File: src/include/decode_consts.svh
`ifndef DECODE_CONSTS_SVH
`define DECODE_CONSTS_SVH

// Datapath and register file geometry
`define XLEN        32      // RV32I word
`define REG_ADDR_W  5       // x0..x31
`define OPCODE_W    7       // inst[6:0]
`define FUNCT3_W    3       // inst[14:12]

// Pipeline shape
`define FWD_STAGES     3    // Younger stages offering results
`define NUM_SRC        2    // rs1 and rs2
`define ISSUE_CREDITS  4    // Entries in the downstream buffer

// RV32I major opcodes
`define OPC_LUI     7'b011_0111
`define OPC_AUIPC   7'b001_0111
`define OPC_JAL     7'b110_1111
`define OPC_JALR    7'b110_0111
`define OPC_BRANCH  7'b110_0011   // BEQ..BGEU
`define OPC_LOAD    7'b000_0011   // LB, LH, LW, LBU, LHU
`define OPC_STORE   7'b010_0011   // SB, SH, SW
`define OPC_OP_IMM  7'b001_0011   // Register-immediate ALU group
`define OPC_OP      7'b011_0011   // Register-register ALU group
`define OPC_FENCE   7'b000_1111
`define OPC_SYSTEM  7'b111_0011   // ECALL, EBREAK
`define OPC_BUBBLE  7'b000_0000   // Opcode field of the all-zero word

`endif

File: src/hw/decode_pkg.sv
`include "decode_consts.svh"

package decode_pkg;

    typedef logic [`XLEN-1:0]       word_t;       // Data or address word
    typedef logic [`REG_ADDR_W-1:0] reg_addr_t;   // Register index
    typedef logic [`OPCODE_W-1:0]   opcode_t;
    typedef logic [`FUNCT3_W-1:0]   funct3_t;

    // ALU operation, NOP must stay at zero for the cleared issue word
    typedef enum logic [3:0] {
        NOP, ADD, SUB, SLL, SLT, SLTU, XOR, SRL, SRA, OR, AND
    } alu_op_e;

    typedef enum logic [1:0] {
        MEM_NOP, MEM_LOAD, MEM_STORE
    } mem_op_e;

    // Access width, also reused as store width
    typedef enum logic [2:0] {
        WORD, BYTE_SIGNED, HALF_SIGNED, BYTE_UNSIGNED, HALF_UNSIGNED
    } wb_type_e;

    typedef enum logic {
        SLOT_EMPTY, SLOT_FULL
    } slot_state_e;

    typedef struct packed {
        word_t instr;       // Raw instruction word
        word_t pc;          // Its address
    } inst_in_t;

    typedef struct packed {
        reg_addr_t rd;      // Destination of the in-flight result
        word_t     result;
    } fwd_entry_t;

    typedef struct packed {
        opcode_t   opcode;
        reg_addr_t rd;
        reg_addr_t rs1;
        reg_addr_t rs2;
        funct3_t   funct3;
        logic      bit30;   // funct7[5], SUB and SRA select
        word_t     imm_i;
        word_t     imm_s;
        word_t     imm_b;
        word_t     imm_u;
        word_t     imm_j;
        word_t     pc;
    } fields_t;

    typedef struct packed {
        alu_op_e   alu_op;
        word_t     op_a;
        word_t     op_b;
        mem_op_e   mem_op;
        logic      wb_en;       // Register write-back happens
        logic      wb_alu;      // Write-back from ALU, else from memory
        wb_type_e  wb_type;
        reg_addr_t rd;
        word_t     store_data;
        logic      update_pc;   // ALU result is the next PC
        logic      breakpoint;
        logic      bubble;
    } issue_t;

endpackage

File: src/hw/inst_slot.sv
`include "decode_consts.svh"

module inst_slot (
    input  logic                  clk,
    input  logic                  rst_n,
    input  logic                  inst_valid,
    input  decode_pkg::inst_in_t  inst,
    input  logic                  take,
    output logic                  full,
    output decode_pkg::fields_t   fields,
    output decode_pkg::reg_addr_t rs1_addr,
    output decode_pkg::reg_addr_t rs2_addr,
    output logic                  inst_credit
);
    import decode_pkg::*;

    slot_state_e state;
    inst_in_t    held;      // Buffered instruction with its PC
    word_t       w;

    always_ff @(posedge clk or negedge rst_n) begin
        if (!rst_n) begin
            state       <= SLOT_EMPTY;
            inst_credit <= 1'b0;
        end else begin
            inst_credit <= 1'b0;                 // Single-cycle pulse
            case (state)
                SLOT_EMPTY: begin
                    if (inst_valid) begin
                        state <= SLOT_FULL;      // Upstream spent its credit
                    end
                end
                SLOT_FULL: begin
                    if (take) begin
                        state       <= SLOT_EMPTY;
                        inst_credit <= 1'b1;     // Slot freed, credit goes back
                    end
                end
                default: state <= SLOT_EMPTY;
            endcase
        end
    end

    always_ff @(posedge clk) begin
        if (inst_valid && state == SLOT_EMPTY) begin
            held <= inst;
        end
    end

    assign full = (state == SLOT_FULL);
    assign w    = held.instr;

    // Field slicing and ISA sign extension
    always_comb begin
        fields.opcode = w[6:0];
        fields.rd     = w[11:7];
        fields.funct3 = w[14:12];
        fields.rs1    = w[19:15];
        fields.rs2    = w[24:20];
        fields.bit30  = w[30];
        fields.imm_i  = {{20{w[31]}}, w[31:20]};
        fields.imm_s  = {{20{w[31]}}, w[31:25], w[11:7]};
        fields.imm_b  = {{19{w[31]}}, w[31], w[7], w[30:25], w[11:8], 1'b0};
        fields.imm_u  = {w[31:12], 12'b0};
        fields.imm_j  = {{11{w[31]}}, w[31], w[19:12], w[20], w[30:21], 1'b0};
        fields.pc     = held.pc;
    end

    // Register file read ports, unused sources read x0
    always_comb begin
        rs1_addr = '0;                           // U, J and system formats
        rs2_addr = '0;
        case (fields.opcode)
            `OPC_OP, `OPC_BRANCH, `OPC_STORE: begin
                rs1_addr = fields.rs1;
                rs2_addr = fields.rs2;
            end
            `OPC_OP_IMM, `OPC_LOAD, `OPC_JALR: begin
                rs1_addr = fields.rs1;           // I-type has no rs2
            end
        endcase
    end

endmodule

File: src/hw/instruction_decode.sv
`include "decode_consts.svh"

module instruction_decode (
    input  logic                   clk,
    input  logic                   rst_n,
    input  logic                   inst_valid,
    input  decode_pkg::inst_in_t   inst,
    input  decode_pkg::word_t      rs1_data,
    input  decode_pkg::word_t      rs2_data,
    input  decode_pkg::fwd_entry_t fwd [`FWD_STAGES],
    input  logic                   issue_credit,
    output logic                   inst_credit,
    output decode_pkg::reg_addr_t  rs1_addr,
    output decode_pkg::reg_addr_t  rs2_addr,
    output logic                   issue_valid,
    output decode_pkg::issue_t     issue
);
    import decode_pkg::*;

    logic    full;               // Slot holds an instruction
    logic    take;               // Issue edge, slot drains
    fields_t fields;
    word_t   src [`NUM_SRC];     // Resolved operands, index 0 is rs1

    inst_slot inst_slot_i (
        .clk         (clk),
        .rst_n       (rst_n),
        .inst_valid  (inst_valid),
        .inst        (inst),
        .take        (take),
        .full        (full),
        .fields      (fields),
        .rs1_addr    (rs1_addr),
        .rs2_addr    (rs2_addr),
        .inst_credit (inst_credit)
    );

    for (genvar i = 0; i < `NUM_SRC; i++) begin : g_fwd
        operand_forward operand_forward_i (
            .src_addr (i == 0 ? rs1_addr : rs2_addr),
            .reg_data (i == 0 ? rs1_data : rs2_data),
            .fwd      (fwd),
            .operand  (src[i])
        );
    end

    issue_controller issue_controller_i (
        .clk          (clk),
        .rst_n        (rst_n),
        .full         (full),
        .fields       (fields),
        .src          (src),
        .issue_credit (issue_credit),
        .take         (take),
        .issue_valid  (issue_valid),
        .issue        (issue)
    );

endmodule

File: src/hw/issue_control.sv
`include "decode_consts.svh"

module issue_controller (
    input  logic                clk,
    input  logic                rst_n,
    input  logic                full,
    input  decode_pkg::fields_t fields,
    input  decode_pkg::word_t   src [`NUM_SRC],
    input  logic                issue_credit,
    output logic                take,
    output logic                issue_valid,
    output decode_pkg::issue_t  issue
);
    import decode_pkg::*;

    localparam int CNT_W = $clog2(`ISSUE_CREDITS + 1);

    logic [CNT_W-1:0] credits;   // Free downstream entries
    issue_t           nxt;       // Decoded word, loaded at the issue edge
    logic             legal;     // funct3 defined for the class
    logic             has_rd;    // Class writes a destination
    logic             taken;     // Branch condition holds

    // Shared by OP_IMM and OP, SUB only exists in register form
    function automatic alu_op_e alu_decode(input funct3_t f3, input logic bit30,
                                           input logic reg_form);
        alu_op_e op;
        case (f3)
            3'b000:  op = (reg_form && bit30) ? SUB : ADD;
            3'b001:  op = SLL;
            3'b010:  op = SLT;
            3'b011:  op = SLTU;
            3'b100:  op = XOR;
            3'b101:  op = bit30 ? SRA : SRL;
            3'b110:  op = OR;
            default: op = AND;
        endcase
        return op;
    endfunction

    always_comb begin
        case (fields.funct3)
            3'b000:  taken = (src[0] == src[1]);                     // BEQ
            3'b001:  taken = (src[0] != src[1]);                     // BNE
            3'b100:  taken = ($signed(src[0]) <  $signed(src[1]));   // BLT
            3'b101:  taken = ($signed(src[0]) >= $signed(src[1]));   // BGE
            3'b110:  taken = (src[0] <  src[1]);                     // BLTU
            3'b111:  taken = (src[0] >= src[1]);                     // BGEU
            default: taken = 1'b0;
        endcase
    end

    always_comb begin
        nxt    = '0;                                  // Inactive no-op
        legal  = 1'b1;
        has_rd = 1'b0;
        case (fields.opcode)
            `OPC_LUI: begin
                has_rd     = 1'b1;
                nxt.op_a   = fields.imm_u;            // B stays zero
                nxt.alu_op = ADD;
            end
            `OPC_AUIPC: begin
                has_rd     = 1'b1;
                nxt.op_a   = fields.imm_u;
                nxt.op_b   = fields.pc;
                nxt.alu_op = ADD;
            end
            `OPC_JAL: begin
                has_rd        = 1'b1;
                nxt.op_a      = fields.imm_j;
                nxt.op_b      = fields.pc;
                nxt.alu_op    = ADD;
                nxt.update_pc = 1'b1;
            end
            `OPC_JALR: begin
                has_rd        = 1'b1;
                nxt.op_a      = fields.imm_i;
                nxt.op_b      = src[0];
                nxt.alu_op    = ADD;
                nxt.update_pc = 1'b1;
            end
            `OPC_BRANCH: begin
                legal         = (fields.funct3[2:1] != 2'b01);   // 010, 011 undefined
                nxt.op_a      = fields.pc;
                nxt.op_b      = fields.imm_b;
                nxt.alu_op    = taken ? ADD : NOP;               // Target only when taken
                nxt.update_pc = taken;
            end
            `OPC_LOAD: begin
                has_rd     = 1'b1;
                nxt.op_a   = src[0];
                nxt.op_b   = fields.imm_i;
                nxt.alu_op = ADD;                     // Effective address
                nxt.mem_op = MEM_LOAD;
                case (fields.funct3)
                    3'b000:  nxt.wb_type = BYTE_SIGNED;     // LB
                    3'b001:  nxt.wb_type = HALF_SIGNED;     // LH
                    3'b010:  nxt.wb_type = WORD;            // LW
                    3'b100:  nxt.wb_type = BYTE_UNSIGNED;   // LBU
                    3'b101:  nxt.wb_type = HALF_UNSIGNED;   // LHU
                    default: legal       = 1'b0;
                endcase
            end
            `OPC_STORE: begin
                nxt.op_a       = src[0];
                nxt.op_b       = fields.imm_s;
                nxt.alu_op     = ADD;
                nxt.mem_op     = MEM_STORE;
                nxt.store_data = src[1];              // Forwarded rs2
                case (fields.funct3)
                    3'b000:  nxt.wb_type = BYTE_SIGNED;     // SB
                    3'b001:  nxt.wb_type = HALF_SIGNED;     // SH
                    3'b010:  nxt.wb_type = WORD;            // SW
                    default: legal       = 1'b0;
                endcase
            end
            `OPC_OP_IMM: begin
                has_rd     = 1'b1;
                nxt.op_a   = src[0];
                nxt.op_b   = fields.imm_i;
                nxt.alu_op = alu_decode(fields.funct3, fields.bit30, 1'b0);
            end
            `OPC_OP: begin
                has_rd     = 1'b1;
                nxt.op_a   = src[0];
                nxt.op_b   = src[1];
                nxt.alu_op = alu_decode(fields.funct3, fields.bit30, 1'b1);
            end
            `OPC_FENCE: begin
                // In-order single issue, ordering already holds
            end
            `OPC_SYSTEM: begin
                // EBREAK only, ECALL passes as a no-op
                nxt.breakpoint = (fields.funct3 == 3'b000) && (fields.imm_i == word_t'(1));
            end
            `OPC_BUBBLE: begin
                nxt.bubble = (fields.rd == '0) && (fields.imm_u == '0);   // Whole word zero
            end
            default: begin
                legal = 1'b0;                         // Unknown opcode
            end
        endcase
        if (!legal) begin
            nxt = '0;
        end else if (has_rd) begin
            nxt.rd     = fields.rd;
            nxt.wb_en  = 1'b1;
            nxt.wb_alu = (fields.opcode != `OPC_LOAD);   // Loads write memory data
        end
    end

    assign take = full && (credits != '0);

    always_ff @(posedge clk or negedge rst_n) begin
        if (!rst_n) begin
            credits <= CNT_W'(`ISSUE_CREDITS);
        end else if (take && !issue_credit) begin
            credits <= credits - 1'b1;
        end else if (issue_credit && !take) begin
            credits <= credits + 1'b1;               // Both at once cancel out
        end
    end

    always_ff @(posedge clk or negedge rst_n) begin
        if (!rst_n) begin
            issue_valid <= 1'b0;
            issue       <= '0;                       // Cleared to the inactive no-op
        end else begin
            issue_valid <= take;
            if (take) begin
                issue <= nxt;
            end
        end
    end

endmodule

File: src/hw/operand_forward.sv
`include "decode_consts.svh"

module operand_forward (
    input  decode_pkg::reg_addr_t  src_addr,
    input  decode_pkg::word_t      reg_data,
    input  decode_pkg::fwd_entry_t fwd [`FWD_STAGES],
    output decode_pkg::word_t      operand
);

    // Walk from the oldest stage to the youngest so the youngest match wins
    always_comb begin
        operand = reg_data;                          // Register file value by default
        for (int i = `FWD_STAGES - 1; i >= 0; i--) begin
            if (src_addr != '0 && fwd[i].rd == src_addr) begin
                operand = fwd[i].result;             // x0 never forwarded
            end
        end
    end

endmodule

File: config.mk
export PLATFORM = sky130hd
export DESIGN_NAME = instruction_decode
export DESIGN_NICKNAME = d
export VERILOG_FILES = /design/src/hw/decode_pkg.sv /design/src/hw/inst_slot.sv /design/src/hw/instruction_decode.sv /design/src/hw/issue_control.sv /design/src/hw/operand_forward.sv
export VERILOG_INCLUDE_DIRS = /design/src /design/src/include
export SDC_FILE = /design/constraint.sdc
export NUM_CORES = 1
export LEC_CHECK = 0
export BUFFER_PORTS_ARGS = -buffer_cell sky130_fd_sc_hd__buf_2
export CAP_MARGIN = 25
export CELL_PAD_IN_SITES_DETAIL_PLACEMENT = 2
export CELL_PAD_IN_SITES_GLOBAL_PLACEMENT = 2
export CORE_MARGIN = 4
export CORE_UTILIZATION = 29
export DETAILED_ROUTE_END_ITERATION = 6
export PLACE_DENSITY_LB_ADDON = 0.1
export SLEW_MARGIN = 5
export SYNTH_ARGS = -nofsm -noshare
export SYNTH_HDL_FRONTEND = slang
export SYNTH_HIERARCHICAL = 1
export SYNTH_SLANG_ARGS = --single-unit
File: constraint.sdc
create_clock -name clk -period 4.5 [get_ports clk]
set_input_delay 1.35 -clock clk [delete_from_list [all_inputs] [get_ports clk]]
set_output_delay 1.35 -clock clk [all_outputs]
set_load 0.02 [all_outputs]
==> flow_summary.toml <==
[grt]
grt_pass1_wl_um = 103000
grt_pass1_vias = 15047
globalRoute.totalOverflow = 0
antenna_found_initial = 1
grt_usage_pct = 27.4
grt_max_degree = 119

[timing]
timing.hold.ws_ns = 0.477
max_clock_freq_mhz = 201
worst_slack_ns = -0.487
final_hold_viol_count = 0
fin_crit_sh_pct = 111
fin_tns_setup_ns = -0.929
slew_headroom_pct = 30.2
rsz0062_at_grt = "true"
slew_viol_final = 0
fin_crit_ns = 4.99
setup-violations-final = 2
fin_skew_ns = 0.0151
tightestPinTransition_ns = 1.05

[detailed_routing]
wl_per_cell_um = 29.2
viasPerCell = 5.56
dr.first_iter.drc_count = 879
drt-pass1-iter-count = 5
vias = 13981
wl_um = 73400
drc = 0
ant_nets = 0

[finish]
area_growth_pct = 40.1
final_util_pct = 41.4
layout_common_cells = "368 x buf_2, 282 x nand2_1, 240 x buf_4, 120 x dfrtp_1, 72 x o21ai_0"
final_common_cell = "buf_2"
drive_above_1_share_pct = 46.3
regArea_mm2 = 0.00495
layout.nets = 2180
antenna_cells = 0
multi_input_area_mm2 = 0.00794
fillerInstances = 4910

[worst_setup_path]
r2r_slack_ns = -0.49
rr_startpoint = "inst_slot_i/w[4]$_DFFE_PP_"
slowest_stage = "edfxtp_1"
crit_type = "register to register"
critical_path.cell_chain = "nand3b_1, buf_6, a211oi_2, buf_4, buf_6, xor2_2, nor3_2, buf_4, nand3_4, buf_12, buf_4, o32ai_2, a31oi_4, ha_1, a21o_1, a21o_1, a221o_1, o31a_1, buf_4, or3_4, a211oi_4, o221ai_1"
crit_arrival_ns = 5.33
cp-end-kind = "register"
critPathRequiredTime_ns = 4.84
crit_start = "inst_slot_i/w[4]$_DFFE_PP_"
startpoint_type = "register"
critPathMostFrequentCell = "buf_4"
cpPeakStageDelay_ns = 0.52
critPathMaxFanout = 7
rr_worst_depth = 22

[die]
die_h_um = 224
num_rows = 78
num_io_pins = 370
die_area_mm2 = 0.0500
core_mm2 = 0.0457
initial_core_util_pct = 29.5
dieWidth_um = 224

[pwr]
ir_drop_mv = 0.332
leakagePower_nw = 8.57
clkPwrFrac_pct = 29.3
powerDensity_mw_per_mm2 = 285
p_int_mw = 3.36
switching_share_pct = 37.7
power_mw = 5.39
p_comb_share_pct = 31.9
p_sw_mw = 2.03
seqPwrFrac_pct = 38.8

[clock_network]
cts_root_buf = "clkbuf_16"
cts.clk_slew.worst_paths_ns = 0.07
clk_latency_ns = 0.50
cts_max_level = 4
clock_path_buffers = 2
cts_made_buffers = 17
cts_sinks = 185
cts_tree = "built"

[status]
violations = "setup timing"
status = "finished with violations"

[logic_synthesis]
yosys_warnings = 6
synth_cells = 1459
syn_area_mm2 = 0.0135
synth.avg_cell_area_um2 = 9.25

[hold_path]
min_path_cells = 1
hp-class = "register to register"
hold_start = "issue_controller_i/issue[45]$_DFFE_PN0P_"

[placement]
portBuffers = 369
gp_congestion = 0.854
post-dp-hpwl_um = 52900

[flow_run]
cap_violations = 0
layout make-up:
cell class / instances / share of cell area (%)
clock inverter: 9 / 0.470
tap: 600 / 3.97
multi-input combinational: 992 / 42.0
timing repair buffer: 661 / 23.8
sequential: 185 / 26.2
clock buffer: 23 / 2.63
inverter: 46 / 0.913
final timing paths:
check,end
max,issue_controller_i/issue[2]$_DFFE_PN0P_
min,issue_controller_i/issue[45]$_DFFE_PN0P_
max reg2reg,issue_controller_i/issue[2]$_DFFE_PN0P_
min reg2reg,issue_controller_i/issue[45]$_DFFE_PN0P_
max in group asynchronous,issue_controller_i/credits[2]$_DFFE_PN1P_
min in group asynchronous,issue_controller_i/issue[9]$_DFFE_PN0P_
power groups by stage:
stage	Combinational, mW	Clock (mW)	Sequential (mW)
after CTS	1.63	1.63	2.09
after floorplan	1.04	0	2.06
after global placement	1.51	0	2.12
after global routing	1.85	1.68	2.10
final	1.72	1.58	2.09
after detailed placement	1.54	0	2.12
registers in the layout, indices dropped and copies added (netlist names):
| register | cells |
|---|---|
| inst_slot_i/fields | 32 |
| inst_slot_i/full | 1 |
| inst_slot_i/inst_credit | 1 |
| inst_slot_i/w | 32 |
| issue_controller_i/credits | 3 |
| issue_controller_i/issue | 115 |
| issue_controller_i/issue_valid | 1 |
repair_timing:
| item | 4_1_cts | 5_1_grt |
|---|---|---|
| endpoints found under the setup margin | 2 | 4 |
| gates resized for setup | 90 | 92 |
| gates cloned | 2 | 2 |
| buffers inserted | 40 | 33 |
| hold buffers | 0 | 0 |
| pin swaps | 26 | 19 |
routing by layer:
metal / track usage [%] / wire, um / vias up
met4: 9.47 / 2530 / 2
met1: 35.9 / 31100 / 7213
met5: 0 / 13 / -
li1: - / - / 6185
met2: 44.8 / 35000 / 469
met3: 6.28 / 4800 / 112
per-stage QoR:
stage / setup WS (ns) / cells / area (um^2)
5_1_grt: -0.683 / 2516 / 18900
3_3_place_gp: -0.766 / 2410 / 16500
2_1_floorplan: -0.0331 / 1472 / 13700
3_5_place_dp: -0.888 / 2411 / 16500
4_1_cts: -0.370 / 2484 / 18000
6_report: -0.487 / 2516 / 18900
critical path: cells and delay by family (launching register included):
family,cells,cell delay [ns]
xor+xnor,1,0.06
buf+inv,7,1.09
compound gates,9,1.92
fa+ha+maj,1,0.32
flops,1,0.52
simple gates,4,0.90
No activity file was read; power rests on OpenSTA's default activity.
